<file path="config.mk">
export PLATFORM = sky130hd
export DESIGN_NAME = cpu_regfile
export DESIGN_NICKNAME = d
export VERILOG_FILES = /design/src/cpu_pkg.sv /design/src/cpu_regfile.sv
export SDC_FILE = /design/constraint.sdc
export NUM_CORES = 1
export LEC_CHECK = 0
export BUFFER_PORTS_ARGS = -buffer_cell sky130_fd_sc_hd__buf_2
export CORE_ASPECT_RATIO = 1.4
export CORE_MARGIN = 1
export CORE_UTILIZATION = 60
export CTS_BUF_LIST = sky130_fd_sc_hd__clkbuf_8 sky130_fd_sc_hd__clkbuf_16
export CTS_CLUSTER_DIAMETER = 150
export CTS_CLUSTER_SIZE = 20
export DETAILED_ROUTE_END_ITERATION = 8
export GPL_ROUTABILITY_DRIVEN = 1
export GPL_TIMING_DRIVEN = 0
export PLACE_DENSITY = 0.8
export SLEW_MARGIN = 30
export SYNTH_ARGS = -nofsm -noshare
export SYNTH_HDL_FRONTEND = slang
export SYNTH_SLANG_ARGS = --single-unit
</file>
<file path="constraint.sdc">
create_clock -name i_clk -period 3.35 [get_ports i_clk]
set_clock_uncertainty 0.1 [all_clocks]
set_input_delay 0.1675 -clock i_clk [delete_from_list [all_inputs] [get_ports i_clk]]
set_output_delay 0.1675 -clock i_clk [all_outputs]
set_load 0.02 [all_outputs]
</file>
<file path="src/cpu_pkg.sv">
`default_nettype none

package cpu_pkg;

  // basic widths
  localparam int WORD_W    = 16;
  localparam int OP_W      = 5;
  localparam int REG_IDX_W = 3;
  localparam int IMM_W     = 8;

  typedef logic [WORD_W-1:0]    word_t;
  typedef logic [WORD_W-1:0]    instr_t;
  typedef logic [OP_W-1:0]      opcode_t;
  typedef logic [REG_IDX_W-1:0] reg_idx_t;
  typedef logic [IMM_W-1:0]     imm_t;
  typedef logic [1:0]           bsel_t;   // alu operand b source

  // instruction field positions
  localparam int OP_LSB  = 0;
  localparam int IMM_BIT = 4;             // opcode bit, immediate form
  localparam int RX_LSB  = 5;
  localparam int RY_LSB  = 8;
  localparam int IMM_LSB = 8;             // overlaps ry

  // opcodes, register forms (immediate forms set bit 4)
  localparam opcode_t OP_MV   = 5'b0_0000;
  localparam opcode_t OP_ADD  = 5'b0_0001;
  localparam opcode_t OP_SUB  = 5'b0_0010;
  localparam opcode_t OP_CMP  = 5'b0_0011;
  localparam opcode_t OP_LD   = 5'b0_0100;
  localparam opcode_t OP_ST   = 5'b0_0101;
  localparam opcode_t OP_MVHI = 5'b1_0110;
  localparam opcode_t OP_NOP  = 5'b0_0111;

  localparam instr_t NOP = {11'd0, OP_NOP};

  // alu b mux encodings
  localparam bsel_t BSEL_FW  = 2'd0;
  localparam bsel_t BSEL_IMM = 2'd1;
  localparam bsel_t BSEL_RY  = 2'd2;

endpackage

`default_nettype wire

</file>
<file path="src/cpu_regfile.sv">
`timescale 1ns/1ps
`default_nettype none

module cpu_regfile
  import cpu_pkg::*;
(
  input  logic     i_clk,
  input  logic     i_arst_n,
  input  reg_idx_t i_rd_a_idx,
  input  reg_idx_t i_rd_b_idx,
  output word_t    o_rd_a,
  output word_t    o_rd_b,
  input  logic     i_we,
  input  reg_idx_t i_wr_idx,
  input  word_t    i_wr_data
);

  localparam int NREGS = 2**REG_IDX_W;

  word_t regs [NREGS];

  always_ff @(posedge i_clk or negedge i_arst_n) begin
    if (!i_arst_n) begin
      for (int i = 0; i < NREGS; i++) begin
        regs[i] <= '0;                     // all registers start at zero
      end
    end else if (i_we) begin
      regs[i_wr_idx] <= i_wr_data;
    end
  end

  // write-through, so an instruction accepted in the retire cycle sees the new value
  assign o_rd_a = (i_we && (i_wr_idx == i_rd_a_idx)) ? i_wr_data : regs[i_rd_a_idx];
  assign o_rd_b = (i_we && (i_wr_idx == i_rd_b_idx)) ? i_wr_data : regs[i_rd_b_idx];

endmodule

`default_nettype wire

</file>
---- Word level (Yosys, flattened, before mapping) ----
Index checks and enable logic that the tools add are counted.
storage, ports and cells
  logic and storage cells ................. 31
  bits in writable memories ............... 0
  latch bits .............................. 0
  memory bits (read-only) ................. 0
  memories kept ........................... 0
  output and inout bits ................... 32
  input bits .............................. 28
  flip-flop bits (word level) ............. 128
operators by class
  equality and inequality tests ........... 2
  magnitude comparators ................... 4
  muxes and demuxes ....................... 11
  shift-type cells ........................ 0
  multiply operators ...................... 0
  reduce and logical (&&, ||, !) cells .... 3
  bitwise logic cells ..................... 3
  divide/modulo/power cells ............... 0
  add/subtract/negate cells ............... 0
operator list
  kind                count
  $bwmux 128          1
  $mux 16             7
  $bmux 16 s3         2
  $demux 16 s3        1
  $ge 4x4->1 const B  3
  $not 3->4           3
  $eq 3x3->1          2
  $lt 4x1->1 const B  1
  $logic_and 1x1->1   3

---- Longest topological paths before layout ----
  word-level depth ........................ 6
  mapped depth ............................ 6

---- Worst setup path after synthesis ----
Ideal clock, no wire load.
  kind .................................... input-to-output
  start ................................... in i_rd_a_idx[1]
  end ..................................... out o_rd_a[0]
  data arrival time ....................... 1.557 ns
  setup slack ............................. 1.525 ns
  stages on the path ...................... 5
  required time ........................... 3.082 ns
  cell sequence ........................... clkbuf_1 clkbuf_1 mux4_1 mux2_2 mux2_2
between the ends
  longest elaborated chain between the ends .. 5
  elaborated cells on any way between the ends .. 7
RTL lines
  what                                         line               text
  from (decl)                                  cpu_regfile.sv:9   input reg_idx_t i_rd_a_idx,
  $not 3->4 (not written as such)              cpu_regfile.sv:33  assign o_rd_a = (i_we && (i_wr_idx == i_rd_a_idx)) ? i_wr_data : regs[i_rd_a_idx];
  $bmux 16 s3                                  cpu_regfile.sv:33
  $mux 16 (not written as such) (2 in series)  cpu_regfile.sv:33
  $mux 16 *                                    cpu_regfile.sv:33
  to (decl)                                    cpu_regfile.sv:11  output word_t o_rd_a,
Mark *: on every way between the ends. The rest lies on a longest branch, timed or not. The select of a mux whose other input is x is not followed.

---- Final worst setup path ----
  start ................................... in i_rd_a_idx[1]
  end ..................................... out o_rd_a[3]
The elaborated chain is that of the path after synthesis.

==> flow_summary.yaml <==
status:
  outcome: "complete, no violations"
clock_network:
  cts_max_path_buffers: 2
  cts.htree.levels: 4
  cts_tree: "done"
  cts_root_buf: "clkbuf_16"
  post_cts_resized: 0
  path_clk_slew_ns: 0.05
  clock_latency_ns: 0.42
  clock-sinks: 128
  cts_setup_buffers: 0
  postCtsHoldBufs: 1
  cts_buffers: 17
layout:
  largest_reg_flops: 128
  antennaDiodeCount: 0
  final_nets: 534
  finalInstanceArea_mm2: 0.008481
  largest-register: "regs"
  reg_top3: "regs: 128 flops"
  area_growth_pct: 12.57
  layout-drive-gt1-share_pct: 55.11
critical_path:
  ff2ff_path_depth: 1
  cp-start-kind: "primary input"
  critPathCaptureType: "output port"
  critPathRequiredTime_ns: 3.08
  critPathMaxFanout: 10
  critical_path_class: "primary input to output port"
  arrival_ns: 2.22
  r2r_slack_ns: 2.46
  rr_startpoint: "regs[57]$_DFFE_PN0P_"
  r2r_end: "regs[57]$_DFFE_PN0P_"
logic_synthesis:
  synth_seq_cells: 128
  synth.area.top_cells: "dfrtp_1, mux2_2, mux4_1"
  ys_types: 16
  ys_seq_area_share_pct: 42.52
  synthArstFlopShare_pct: 100.0
  ys_warn_count: 0
  synth_area_leader_cell: "dfrtp_1"
  synth_cells: 452
  synth_flop_cell: "dfrtp_1"
  synth_nets: 480
  synth-edff-count: 0
  yosysMostFrequentCell: "mux2_2"
  synth_top_area_share_pct: 42.52
  ys_top_cells_by_count: "mux2_2, dfrtp_1, mux4_1"
  syn-cell-area_mm2: 0.007533
  syn_avg_cell_area_um2: 16.67
routing:
  drc_errors: 0
  ant_nets: 0
  dr.first_iter.drc_count: 218
  firstDrtPassIters: 4
  via_per_inst: 6.649
  wl_mm: 17.43
  wl_per_cell_um: 26.05
  vias: 4448
grt:
  grt_use_total_pct: 28.16
  antenna_found_initial: 0
  grt_pass1_vias: 4750
  grt_pass1_wl_mm: 27.06
  grt.overflow.total: 0
  grt_max_degree: 82
power_and_ir_drop:
  totalPowerFinal_w: 0.005234
  power.density_mw_per_mm2: 617.2
  peakVddDrop_v: 0.0003586
  p_leak_nw: 3.719
floorplanning:
  die_y_um: 134.6
  dieArea_mm2: 0.01301
  die_w_um: 96.70
  initial_core_util_pct: 61.19
  io_pins: 60
  core_area_mm2: 0.01231
  fp-row-count: 48
timing:
  setup_viol: 0
  max_freq_mhz: 401.6
  worst_hold_slack_ns: 0.1417
  setup-tns-final_ns: 0
  slew_violations: 0
  fin_crit_sh_pct: 74.33
  finalHoldViolCount: 0
  fin_crit_ns: 2.490
  relSlewSlack_pct: 47.71
  worstMarginPinSlew_ns: 0.7843
  rsz0062_at_grt: "false"
placement:
  post_dp_cell_area_mm2: 0.007924
  globalplace.congestion: 0.7340
  place.port_buffers: 33
  dpl.hpwl_mm: 11.45
job:
  maxCapViolCount: 0
hold_path:
  hp-class: "primary input to async pin"
==> how the worst max path moves through the flow <==
| stage | start | end | slack, ns |
|---|---|---|---|
| after floorplan | i_rd_a_idx[1] | o_rd_a[0] | 1.53 |
| after global placement | i_arst_n | regs[99]$_DFFE_PN0P_ | 0.42 |
| after detailed placement | i_rd_b_idx[1] | o_rd_b[14] | 0.89 |
| after CTS | i_rd_a_idx[1] | o_rd_a[2] | 0.85 |
| after global routing | i_rd_a_idx[1] | o_rd_a[3] | 0.79 |
| final | i_rd_a_idx[1] | o_rd_a[3] | 0.86 |
==> logic make-up after synthesis <==
| group | share of synthesized area (%) |
|---|---|
| xor gates and xnor gates | 0.6976 |
| and+or+nand+nor | 1.329 |
| buffers and inverters | 3.887 |
| muxes | 51.57 |
| DFF | 42.52 |
==> layout by cell type, fill, tap and decap left out <==
master         synthesis  layout
buf_1                 16      16
mux4_1                64      64
clkbuf_1               8       8
mux2_4                11      11
xnor2_1                6       6
mux2_2               181     181
nor3b_2                2       2
buf_8                  0       1
dlygate4sd3_1          0       1
clkinv_4               0       1
nand4_1                3       3
buf_2                 12      44
inv_1                  0       2
nand2_1                1       1
nor3_2                 2       2
clkinv_2               0       4
clkbuf_16              0      17
buf_6                 10      10
buf_4                  4       4
nand4b_1               3       3
buf_16                 0       1
dfrtp_1              128     128
nand2b_1               1       1
clkinvlp_4             0       4
clkbuf_8               0       4
==> power breakdown <==
part	switching, W	total, W	internal (W)	leakage (nW)
combinational	0.000574	0.00143	0.000852	1.91
clock	0.000678	0.00169	0.00101	0.269
sequential	0.000228	0.00212	0.00189	1.54
total	0.00148	0.00523	0.00376	3.72
==> critical path: stages <==
cell      delay, ns
clkbuf_1       0.25
clkbuf_1       0.64
mux4_1         0.43
mux2_2         0.29
mux2_2         0.27
buf_2          0.16
==> per-layer routing <==
metal / global-route usage, % / wire (um)
met3: 4.814 / 719
met5: 0 / 0
met1: 33.48 / 6690
met2: 51.10 / 9708
met4: 10.78 / 310
==> area by class of cell <==
type / count / area [um2]
timing repair buffer: 35 / 212.7
buffer: 50 / 292.8
fill: 843 / 3831
clock buffer: 21 / 480.5
clock inverter: 11 / 66.31
tap: 150 / 187.7
sequential: 128 / 3203
multi-input combinational: 274 / 4038
==> per-stage QoR <==
stage | utilization [%] | cells | worst slack [ns]
after floorplan | - | 452 | 1.525
after global placement | 64.05 | 635 | 0.4150
final | 68.88 | 669 | 0.8600
after detailed placement | 64.36 | 636 | 0.8922
after global routing | 68.88 | 669 | 0.7885
after CTS | 68.88 | 669 | 0.8535
Power figures use the tool's default switching activity.
