--- config.mk ---
export PLATFORM = sky130hd
export DESIGN_NAME = cpu_execute_control_flat
export DESIGN_NICKNAME = d
export VERILOG_FILES = /design/src/cpu_pkg.sv /design/src/cpu_ex_ctrl_if.sv /design/src/cpu_execute_control.sv /design/src/flat_wrapper.sv
export SDC_FILE = /design/constraint.sdc
export NUM_CORES = 1
export LEC_CHECK = 0
export ABC_AREA = 1
export BUFFER_PORTS_ARGS = -buffer_cell sky130_fd_sc_hd__buf_2
export CAP_MARGIN = 20
export CORE_AREA = 2 2 39 41
export DETAILED_ROUTE_END_ITERATION = 6
export DIE_AREA = 0 0 41 43
export PLACE_DENSITY_LB_ADDON = 0.15
export SLEW_MARGIN = 10
export SYNTH_ARGS = -nofsm -noshare
export SYNTH_HDL_FRONTEND = slang
export SYNTH_SLANG_ARGS = --single-unit
--- constraint.sdc ---
create_clock -name vclk -period 0.8
set_clock_uncertainty 0.05 [all_clocks]
set_input_delay 0.08 -clock vclk [all_inputs]
set_output_delay 0.08 -clock vclk [all_outputs]
set_load 0.1 [all_outputs]
--- src/cpu_pkg.sv ---
`default_nettype none

package cpu_pkg;

  // basic widths
  localparam int WORD_W    = 16;
  localparam int OP_W      = 5;
  localparam int REG_IDX_W = 3;
  localparam int IMM_W     = 8;

  typedef logic [WORD_W-1:0]    word_t;
  typedef logic [WORD_W-1:0]    instr_t;
  typedef logic [OP_W-1:0]      opcode_t;
  typedef logic [REG_IDX_W-1:0] reg_idx_t;
  typedef logic [IMM_W-1:0]     imm_t;
  typedef logic [1:0]           bsel_t;   // alu operand b source

  // instruction field positions
  localparam int OP_LSB  = 0;
  localparam int IMM_BIT = 4;             // opcode bit, immediate form
  localparam int RX_LSB  = 5;
  localparam int RY_LSB  = 8;
  localparam int IMM_LSB = 8;             // overlaps ry

  // opcodes, register forms (immediate forms set bit 4)
  localparam opcode_t OP_MV   = 5'b0_0000;
  localparam opcode_t OP_ADD  = 5'b0_0001;
  localparam opcode_t OP_SUB  = 5'b0_0010;
  localparam opcode_t OP_CMP  = 5'b0_0011;
  localparam opcode_t OP_LD   = 5'b0_0100;
  localparam opcode_t OP_ST   = 5'b0_0101;
  localparam opcode_t OP_MVHI = 5'b1_0110;
  localparam opcode_t OP_NOP  = 5'b0_0111;

  localparam instr_t NOP = {11'd0, OP_NOP};

  // alu b mux encodings
  localparam bsel_t BSEL_FW  = 2'd0;
  localparam bsel_t BSEL_IMM = 2'd1;
  localparam bsel_t BSEL_RY  = 2'd2;

endpackage

`default_nettype wire

--- src/cpu_ex_ctrl_if.sv ---
`timescale 1ns/1ps
`default_nettype none

interface cpu_ex_ctrl_if import cpu_pkg::*; ();

  logic  pc_wr_ld;         // ir_ex load
  logic  ir_wr_ld;         // ir_wr and carried values load
  logic  alu_r_ld;
  logic  alu_n_ld;
  logic  alu_z_ld;
  logic  alu_a_sel;        // 1: rx, 0: forwarded
  bsel_t alu_b_sel;
  logic  alu_op_sel;       // 1: subtract
  logic  datax_wr_ld;      // write-back may write rx
  logic  datay_wr_ld;      // write-back holds an instruction
  logic  datax_wr_sel;     // carried rx from forward path
  logic  datay_wr_sel;     // carried ry from forward path
  logic  ldst_rd;
  logic  ldst_wr;
  logic  ldst_addr_sel;
  logic  ldst_wrdata_sel;
  logic  advance;          // pipeline moves this edge

  modport ctrl (
    output pc_wr_ld, ir_wr_ld, alu_r_ld, alu_n_ld, alu_z_ld,
    output alu_a_sel, alu_b_sel, alu_op_sel,
    output datax_wr_ld, datay_wr_ld, datax_wr_sel, datay_wr_sel,
    output ldst_rd, ldst_wr, ldst_addr_sel, ldst_wrdata_sel,
    input  advance
  );

  modport dp (
    input  pc_wr_ld, ir_wr_ld, alu_r_ld, alu_n_ld, alu_z_ld,
    input  alu_a_sel, alu_b_sel, alu_op_sel,
    input  datax_wr_ld, datay_wr_ld, datax_wr_sel, datay_wr_sel,
    input  ldst_rd, ldst_wr, ldst_addr_sel, ldst_wrdata_sel,
    output advance
  );

endinterface

`default_nettype wire

--- src/cpu_execute_control.sv ---
`timescale 1ns/1ps
`default_nettype none

module cpu_execute_control
  import cpu_pkg::*;
(
  input  instr_t      i_ir_ex,
  input  instr_t      i_ir_wr,

  input  logic        i_fw_rx,    // ir_wr writes the rx of ir_ex
  input  logic        i_fw_ry,    // ir_wr writes the ry of ir_ex

  cpu_ex_ctrl_if.ctrl ctrl
);

  opcode_t op_ex;
  opcode_t op_wr;
  logic    imm_ex;                // immediate form in execute
  logic    is_mv;
  logic    is_alu;
  logic    is_ldst;
  logic    is_mvhi;
  logic    wr_busy;

  assign op_ex  = i_ir_ex[OP_LSB +: OP_W];
  assign op_wr  = i_ir_wr[OP_LSB +: OP_W];
  assign imm_ex = op_ex[IMM_BIT];

  // class of ir_ex, bit 4 ignored
  assign is_mv   = (op_ex[3:0] == OP_MV[3:0]);
  assign is_alu  = (op_ex[3:0] == OP_ADD[3:0]) || (op_ex[3:0] == OP_SUB[3:0]) ||
                   (op_ex[3:0] == OP_CMP[3:0]);
  assign is_ldst = (op_ex[3:0] == OP_LD[3:0]) || (op_ex[3:0] == OP_ST[3:0]);
  assign is_mvhi = (op_ex[3:0] == OP_MVHI[3:0]);

  // bubble in write-back, nothing to retire or write
  assign wr_busy = (op_wr != OP_NOP);

  assign ctrl.datax_wr_ld = wr_busy;
  assign ctrl.datay_wr_ld = wr_busy;

  always_comb begin
    ctrl.pc_wr_ld        = ctrl.advance;   // both stages move together
    ctrl.ir_wr_ld        = ctrl.advance;
    ctrl.alu_r_ld        = 1'b0;
    ctrl.alu_n_ld        = 1'b0;
    ctrl.alu_z_ld        = 1'b0;
    ctrl.alu_a_sel       = 1'b1;
    ctrl.alu_b_sel       = BSEL_RY;
    ctrl.alu_op_sel      = 1'b0;
    ctrl.datax_wr_sel    = 1'b0;
    ctrl.datay_wr_sel    = 1'b0;
    ctrl.ldst_rd         = 1'b0;
    ctrl.ldst_wr         = 1'b0;
    ctrl.ldst_addr_sel   = 1'b0;
    ctrl.ldst_wrdata_sel = 1'b0;

    // mv carries ry, mvi takes its value from ir_wr later
    if (is_mv && !imm_ex) begin
      ctrl.datay_wr_sel = i_fw_ry;
    end

    // mvhi keeps the low byte of rx
    if (is_mvhi) begin
      ctrl.datax_wr_sel = i_fw_rx;
    end

    // add, sub, cmp and immediate forms
    if (is_alu) begin
      ctrl.alu_r_ld   = ctrl.advance;
      ctrl.alu_n_ld   = ctrl.advance;
      ctrl.alu_z_ld   = ctrl.advance;
      ctrl.alu_op_sel = op_ex[1];          // sub and cmp
      ctrl.alu_a_sel  = !i_fw_rx;
      if (imm_ex) begin
        ctrl.alu_b_sel = BSEL_IMM;         // ry field is immediate, ignore fw
      end else begin
        ctrl.alu_b_sel = i_fw_ry ? BSEL_FW : BSEL_RY;
      end
    end

    // memory strobes, the unit itself waits for the advancing edge
    if (is_ldst) begin
      ctrl.ldst_rd         = !op_ex[0];    // ld
      ctrl.ldst_wr         = op_ex[0];     // st
      ctrl.ldst_addr_sel   = i_fw_rx;
      ctrl.ldst_wrdata_sel = i_fw_ry;
    end
  end

endmodule

`default_nettype wire

--- src/flat_wrapper.sv ---
// flat-port wrapper written by rule: the top's interface ports become plain ports
module cpu_execute_control_flat import cpu_pkg::*;
  (i_ir_ex, i_ir_wr, i_fw_rx, i_fw_ry, ctrl_pc_wr_ld, ctrl_ir_wr_ld, ctrl_alu_r_ld, ctrl_alu_n_ld, ctrl_alu_z_ld, ctrl_alu_a_sel, ctrl_alu_b_sel, ctrl_alu_op_sel, ctrl_datax_wr_ld, ctrl_datay_wr_ld, ctrl_datax_wr_sel, ctrl_datay_wr_sel, ctrl_ldst_rd, ctrl_ldst_wr, ctrl_ldst_addr_sel, ctrl_ldst_wrdata_sel, ctrl_advance);
  cpu_ex_ctrl_if ctrl_i ();
  input  instr_t i_ir_ex;
  input  instr_t i_ir_wr;
  input  logic i_fw_rx;
  input  logic i_fw_ry;
  output wire logic [$bits(ctrl_i.pc_wr_ld)-1:0] ctrl_pc_wr_ld;
  output wire logic [$bits(ctrl_i.ir_wr_ld)-1:0] ctrl_ir_wr_ld;
  output wire logic [$bits(ctrl_i.alu_r_ld)-1:0] ctrl_alu_r_ld;
  output wire logic [$bits(ctrl_i.alu_n_ld)-1:0] ctrl_alu_n_ld;
  output wire logic [$bits(ctrl_i.alu_z_ld)-1:0] ctrl_alu_z_ld;
  output wire logic [$bits(ctrl_i.alu_a_sel)-1:0] ctrl_alu_a_sel;
  output wire logic [$bits(ctrl_i.alu_b_sel)-1:0] ctrl_alu_b_sel;
  output wire logic [$bits(ctrl_i.alu_op_sel)-1:0] ctrl_alu_op_sel;
  output wire logic [$bits(ctrl_i.datax_wr_ld)-1:0] ctrl_datax_wr_ld;
  output wire logic [$bits(ctrl_i.datay_wr_ld)-1:0] ctrl_datay_wr_ld;
  output wire logic [$bits(ctrl_i.datax_wr_sel)-1:0] ctrl_datax_wr_sel;
  output wire logic [$bits(ctrl_i.datay_wr_sel)-1:0] ctrl_datay_wr_sel;
  output wire logic [$bits(ctrl_i.ldst_rd)-1:0] ctrl_ldst_rd;
  output wire logic [$bits(ctrl_i.ldst_wr)-1:0] ctrl_ldst_wr;
  output wire logic [$bits(ctrl_i.ldst_addr_sel)-1:0] ctrl_ldst_addr_sel;
  output wire logic [$bits(ctrl_i.ldst_wrdata_sel)-1:0] ctrl_ldst_wrdata_sel;
  input wire logic [$bits(ctrl_i.advance)-1:0] ctrl_advance;
  assign ctrl_pc_wr_ld = ctrl_i.pc_wr_ld;
  assign ctrl_ir_wr_ld = ctrl_i.ir_wr_ld;
  assign ctrl_alu_r_ld = ctrl_i.alu_r_ld;
  assign ctrl_alu_n_ld = ctrl_i.alu_n_ld;
  assign ctrl_alu_z_ld = ctrl_i.alu_z_ld;
  assign ctrl_alu_a_sel = ctrl_i.alu_a_sel;
  assign ctrl_alu_b_sel = ctrl_i.alu_b_sel;
  assign ctrl_alu_op_sel = ctrl_i.alu_op_sel;
  assign ctrl_datax_wr_ld = ctrl_i.datax_wr_ld;
  assign ctrl_datay_wr_ld = ctrl_i.datay_wr_ld;
  assign ctrl_datax_wr_sel = ctrl_i.datax_wr_sel;
  assign ctrl_datay_wr_sel = ctrl_i.datay_wr_sel;
  assign ctrl_ldst_rd = ctrl_i.ldst_rd;
  assign ctrl_ldst_wr = ctrl_i.ldst_wr;
  assign ctrl_ldst_addr_sel = ctrl_i.ldst_addr_sel;
  assign ctrl_ldst_wrdata_sel = ctrl_i.ldst_wrdata_sel;
  assign ctrl_i.advance = ctrl_advance;
  cpu_execute_control u_core (.i_ir_ex(i_ir_ex), .i_ir_wr(i_ir_wr), .i_fw_rx(i_fw_rx), .i_fw_ry(i_fw_ry), .ctrl(ctrl_i));
endmodule
# Word-level counts from Yosys, hierarchy flattened

Index checks and enable logic that the tools add are counted.

Eq/ne operators: 7
Muxes and demuxes: 12
Reductions and logical operators: 8

Operators by type and width:

| kind                                                                   | count |
|---|---|
| 4-bit by 3-bit equality test with 1-bit output (second input constant) | 3 |
| 1-bit 2-to-1 mux                                                       | 9 |
| 4-bit by 2-bit equality test with 1-bit output (second input constant) | 2 |
| 2-bit 2-to-1 mux                                                       | 3 |
| 5-bit by 3-bit != test with 1-bit output (second input constant)       | 1 |
| 4-bit by 1-bit equality test with 1-bit output (second input constant) | 1 |
| 4-bit logical NOT                                                      | 1 |
| 1-bit logical NOT                                                      | 3 |
| 1-bit logical OR                                                       | 3 |
| 1-bit logical AND                                                      | 1 |

Input bits: 35
Output and inout bits: 17
Register bits after elaboration: 0

# Depth between registers and ports, before layout

Gate-level depths: netlist of the first run.

Depth in word-level cells: 4
Mapped depth: 5
Depth with buffers taken out: 4

# Least setup slack after synthesis of the first run

No wires, ideal clock.

Path type: input to output
Start point: in i_ir_ex[3]
End point: out ctrl_alu_r_ld
Data required time: 0.670 ns
Cell stages on the path: 4
Data arrival time: 2.069 ns
Slack: -1.399 ns
Path buffers: 1
Path through: nor2_2 nand2_2 nor2_1 buf_4

Longest elaborated chain between the ends: 4
Elaborated cells between the ends (all ways): 6

RTL lines:

| element                                                                                                                 | RTL line                  | text |
|---|---|---|
| start: declaration                                                                                                      | flat_wrapper.sv:5         | `input instr_t i_ir_ex;` |
| 4-bit by 1-bit equality test with 1-bit output / 4-bit by 2-bit equality test with 1-bit output (equally long branches) | cpu_execute_control.sv:31 | `assign is_alu = (op_ex[3:0] == OP_ADD[3:0]) \|\| (op_ex[3:0] == OP_SUB[3:0]) \|\|` |
| 1-bit logical OR                                                                                                        | cpu_execute_control.sv:31 |  |
| 1-bit logical OR (*)                                                                                                    | cpu_execute_control.sv:31 |  |
| 1-bit 2-to-1 mux (*)                                                                                                    | n/a                       |  |
| end: declaration                                                                                                        | flat_wrapper.sv:11        | `output wire logic [$bits(ctrl_i.alu_r_ld)-1:0] ctrl_alu_r_ld;` |

Mark *: on every way between the ends. The rest lies on a longest branch, timed or not.

# Worst setup path in the final report of the first run

Start point: in i_ir_ex[2]
End point: out ctrl_alu_r_ld

Longest elaborated chain between the ends: 4
Elaborated cells between the ends (all ways): 6

RTL lines:

| element                                                                                                                 | RTL line                  | text |
|---|---|---|
| 4-bit by 1-bit equality test with 1-bit output / 4-bit by 2-bit equality test with 1-bit output (equally long branches) | cpu_execute_control.sv:31 |  |
| 1-bit logical OR                                                                                                        | cpu_execute_control.sv:31 |  |
| 1-bit logical OR (*)                                                                                                    | cpu_execute_control.sv:31 |  |
| 1-bit 2-to-1 mux (*)                                                                                                    | cpu_execute_control.sv:69 | `if (is_alu) begin` |

Marks and branches as above.

==> impl_metrics.json, run 1 <==
{
  "period_share": 1.15,
  "drv_slew": 0,
  "ys_seq_area_frac": 0,
  "endpoint": "ctrl_alu_r_ld",
  "worst_ep_required_time_ns": 0.67,
  "finalSetupViolCount": 14,
  "firstDrtPassIters": 2,
  "synth.most_common_cell": "nor2_1",
  "crit_path_end_kind": "primary output",
  "p_per_area_nw_per_um2": 653,
  "violations": "negative setup slack",
  "p_leak_uw": 0.000402,
  "cp-startpoint": "i_ir_ex[2]",
  "io_buffer_count": 30,
  "place_congestion": 0.724,
  "floorplan.initialDensity": 0.134,
  "vias_per_cell": 3.88,
  "grt_pass1_wl_um": 1360,
  "nNetsFinal": 111,
  "syn_nets": 74,
  "min_period_ns": 0.916,
  "flops_and_latches": 0,
  "num_rows": 14,
  "regArea_sq_um": 0,
  "startpoint_type": "primary input",
  "synth_top_area_cell": "nor2_1",
  "die_w_um": 41,
  "status": "finished with violations",
  "wl_um": 802,
  "via_count": 349,
  "grt_pass1_vias": 325,
  "yosys_warnings": 0,
  "io_pins": 52,
  "finalHoldViolCount": 0,
  "worst_slew_pin_slew_ns": 0.251,
  "synthTopCellsByArea": "nor2_1, buf_4, nand2_1",
  "antenna_found_initial": 0,
  "drc": 0,
  "wl_per_cell_um": 8.91,
  "ys_types": 10,
  "synthTopCellsByCount": "nor2_1, nand2_1, inv_1",
  "core_area_sq_um": 1380,
  "ir_drop_mv": 0.369,
  "multiInputGateArea_sq_um": 283,
  "max_freq_mhz": 1090,
  "p_total_uw": 612,
  "hold_buffers": 0,
  "critical_path_class": "primary input to primary output",
  "diodes": 0,
  "gr-total-overflow": 0,
  "grt.total_usage": 0.105,
  "setup_ws_ns": -0.116,
  "worstPathMaxFanout": 4,
  "synth_area_sq_um": 185,
  "synth.top_cell.area_share": 0.223,
  "clkbuf_count": 0,
  "syn_inst": 39,
  "drt-initial-drc-count": 2,
  "die-area_sq_um": 1760,
  "final_antenna_net_count": 0,
  "chipHeight_um": 43,
  "post-cts-setup-buffers": 0,
  "crit_arrival_ns": 0.79,
  "slew_headroom": 0.832,
  "area_delta_synth_final_pct": 406,
  "maxCapViolations": 0,
  "dp_hpwl_um": 791,
  "syn_area_per_cell_sq_um": 4.75,
  "instances_no_fill": 90,
  "hp-class": "primary input to primary output",
  "fillers": 98,
  "grt_max_degree": 5,
  "final_layout_size_suffix_gt1_frac": 0.905,
  "dp_cells": 90,
  "rsz0062_at_grt": "true"
}
[per-layer routing]
layer  track usage  wire length, um  part of all wire  vias up
met5             0                0                 0        -
met4             0                0                 0        0
met3             0               42             0.052        0
met2         0.200              514              0.64       14
met1         0.130              245              0.31      151
li1              -                -                 -      184
[cells in the final DEF (no fill, tap or decap), types with 2 or more instances in the layout]
| cell type | instances |
|---|---|
| buf_6 | 6 |
| nor2_4 | 12 |
| inv_1 | 4 |
| nand2_4 | 3 |
| nand2_8 | 2 |
| inv_12 | 2 |
| buf_4 | 6 |
| buf_2 | 7 |
| nand2_2 | 3 |
| nand3_4 | 2 |
| buf_12 | 20 |
| nand2_1 | 2 |
[where the power goes]
part	leakage (uW)	internal [uW]	switching, uW
registers	0	0	0
logic	0.000402	250	362
clock network	0	0	0
[worst min path at each step]
stage                  from           endpoint  slack (ns)  depth (start not counted)
3_3_place_gp        i_fw_rx     ctrl_alu_a_sel        0.49                          3
2_1_floorplan    i_ir_ex[1]  ctrl_datax_wr_sel        0.27                          2
4_1_cts             i_fw_rx     ctrl_alu_a_sel        0.50                          3
3_5_place_dp        i_fw_rx     ctrl_alu_a_sel        0.50                          3
5_1_grt        ctrl_advance      ctrl_pc_wr_ld        0.51                          3
6_report            i_fw_rx     ctrl_alu_a_sel        0.49                          3
[area by class of cell]
cell class	instances	area share
timing repair buffer	40	0.601
multi-input combinational	26	0.302
inverter	8	0.0761
tap	16	0.0214
[timing repair]
item	CTS	global route
setup endpoints to repair	15	14
pin swaps	11	3
endpoints found under the hold margin	0	0
gates resized for setup	18	1
[critical path: stages]
cell and delay [ns]:
buf_8 0.10, nor2_4 0.13, nand2_4 0.08, nor2_4 0.18, buf_12 0.20
[cells by family after synthesis]
| logic type | after synthesis | share of synthesized area |
|---|---|---|
| and+or+nand+nor | 26 | 0.635 |
| buffers and inverters | 13 | 0.365 |
[stage by stage]
step	hold slack [ns]	setup slack [ns]	util	instance area (sq um)	setup TNS (ns)
final	0.492	-0.116	0.677	937	-0.796
after global routing	0.512	-0.151	0.677	937	-1.21
after CTS	0.498	-0.128	0.674	932	-0.935
after detailed placement	0.498	-0.230	0.623	862	-2.31
after global placement	0.492	-0.227	0.623	862	-2.25
after floorplan	0.269	-0.978	-	407	-2.85
(Power assumes the default switching activity.)
==> inputs of run 2 (changes only) <==
--- a/config.mk
+++ b/config.mk
@@ -11,7 +11,10 @@
 export CORE_AREA = 2 2 39 41
 export DETAILED_ROUTE_END_ITERATION = 6
 export DIE_AREA = 0 0 41 43
+export GPL_ROUTABILITY_DRIVEN = 1
 export PLACE_DENSITY_LB_ADDON = 0.15
+export REMOVE_ABC_BUFFERS = 1
+export SETUP_SLACK_MARGIN = 0.05
 export SLEW_MARGIN = 10
 export SYNTH_ARGS = -nofsm -noshare
 export SYNTH_HDL_FRONTEND = slang
==> run 2 against run 1 <==
The run still ends with negative setup slack left. Count of clock-buffer cells in the layout is the same. Cell count fell by 5.6%. Non-clock buffer count decreased by 5. Sequential share of layout area is the same. Die area unchanged. First-iteration DRC count shrank 50%. Maximum frequency increased by 2.5%. Via count fell by 2.3%. Setup slack gained 0.022 ns. Design area fell by 15%. Combinational power down 13%. Global-route usage decreased by 0.60 points.
==> impl_metrics.json, run 2 (synthesized netlist as in run 1, its figures left out) <==
{
  "status": "finished with violations",
  "violations": "negative setup slack",
  "dp_hpwl_um": 610,
  "floorplan.initialDensity": 0.134,
  "critical_path_class": "primary input to primary output",
  "critical_path.top_delay_family": "buffers and inverters",
  "io_buffer_count": 30,
  "diodes": 0,
  "hp-start": "i_fw_rx",
  "place_congestion": 0.607,
  "flops_and_latches": 0,
  "hp-class": "primary input to primary output",
  "nNetsFinal": 106,
  "p_leak_uw": 0.000354,
  "grt_pass1_vias": 305,
  "dp_cells": 83,
  "clkbuf_count": 0,
  "num_rows": 14,
  "finalHoldViolCount": 0,
  "final_cell_mix": "buf_12, nor2_4, buf_2",
  "path_cells": "buf_8 > inv_6 > nand2_4 > nand2_2 > nor2_1 > buf_4 > buf_12",
  "gr-total-overflow": 0,
  "whs_endpoint": "ctrl_alu_a_sel",
  "crit_slowest_cell": "buf_12",
  "crit_arrival_ns": 0.76,
  "firstDrtPassIters": 3,
  "worst_slew_pin_slew_ns": 0.241,
  "crit_cells": 7,
  "p_per_area_nw_per_um2": 673,
  "max_freq_mhz": 1120,
  "setup_tns_ns": -0.535,
  "hold_depth": 3,
  "grt_max_degree": 5,
  "io_pins": 52,
  "slew_headroom": 0.839,
  "setup_ws_ns": -0.0941,
  "vias_per_cell": 4.01,
  "via_count": 341,
  "p_total_uw": 534,
  "min_period_ns": 0.894,
  "critPathMaxStageDelay_ns": 0.18,
  "worst_ep_required_time_ns": 0.67,
  "maxCapViolations": 0,
  "hold_buffers": 0,
  "die_w_um": 41,
  "regArea_sq_um": 0,
  "final_antenna_net_count": 0,
  "drc": 0,
  "antenna_found_initial": 0,
  "core_area_sq_um": 1380,
  "wl_per_cell_um": 9.58,
  "final_layout_size_suffix_gt1_frac": 0.884,
  "drt-initial-drc-count": 1,
  "instances_no_fill": 85,
  "finalSetupViolCount": 12,
  "period_share": 1.12,
  "die-area_sq_um": 1760,
  "wl_um": 814,
  "layout_commonest_cell": "buf_12",
  "startpoint_type": "primary input",
  "worstPathMaxFanout": 4,
  "worst-path-buf-inv": 4,
  "grt_pass1_wl_um": 1280,
  "crit_path_end_kind": "primary output",
  "ir_drop_mv": 0.289,
  "grt.total_usage": 0.0989,
  "chipHeight_um": 43,
  "drv_slew": 0,
  "area_delta_synth_final_pct": 329,
  "rsz0062_at_grt": "true"
}
-- run 2: cell count changes in the layout (fill, tap and decap cells not counted), sizes merged --
| cell | delta |
|---|---|
| buf | -5 |
-- run 2: power by group --
part | internal [uW] | switching (uW)
Combinational | 205 | 329
Clock | 0 | 0
Sequential | 0 | 0
Total | 205 | 329
-- run 2: routing by layer --
layer,track usage,up-vias,wire (um),share of wire
li1,-,173,-,-
met1,0.117,144,226,0.28
met2,0.184,24,474,0.58
met3,0.0157,0,112,0.14
met4,0,0,0,0
met5,0,-,0,0
-- run 2: per-stage QoR --
stage	instance area [sq um]	util	hold WS [ns]	worst slack, ns
finish	795	0.574	0.459	-0.0941
global route	795	0.574	0.468	-0.139
global placement	596	0.430	0.474	-0.144
floorplan	148	-	0.110	-3.29
detailed placement	596	0.430	0.473	-0.145
CTS	761	0.550	0.446	-0.107
-- run 2: layout make-up --
| cell class | instances | area (sq um) |
|---|---|---|
| Inverter | 8 | 42.5 |
| Tap cell | 16 | 20.0 |
| Fill cell | 129 | 589 |
| Timing Repair Buffer | 35 | 499 |
| Multi-Input combinational cell | 26 | 233 |
-- run 2: what timing repair did --
item                                    in CTS  in global routing
gates cloned                                 0                  0
buffers inserted                             1                  1
endpoints found under the setup margin      15                 14
resized for setup                           44                  8
pin swaps                                   12                 10
-- run 2: worst max-delay path by stage --
stage / slack (ns) / startpoint / to
floorplan: -3.29 / i_ir_ex[3] / ctrl_alu_n_ld
global placement: -0.14 / i_ir_ex[1] / ctrl_ldst_wrdata_sel
detailed placement: -0.14 / i_ir_ex[1] / ctrl_ldst_wrdata_sel
CTS: -0.11 / i_ir_ex[2] / ctrl_alu_r_ld
global route: -0.14 / i_ir_ex[2] / ctrl_alu_n_ld
finish: -0.09 / i_ir_ex[1] / ctrl_alu_r_ld
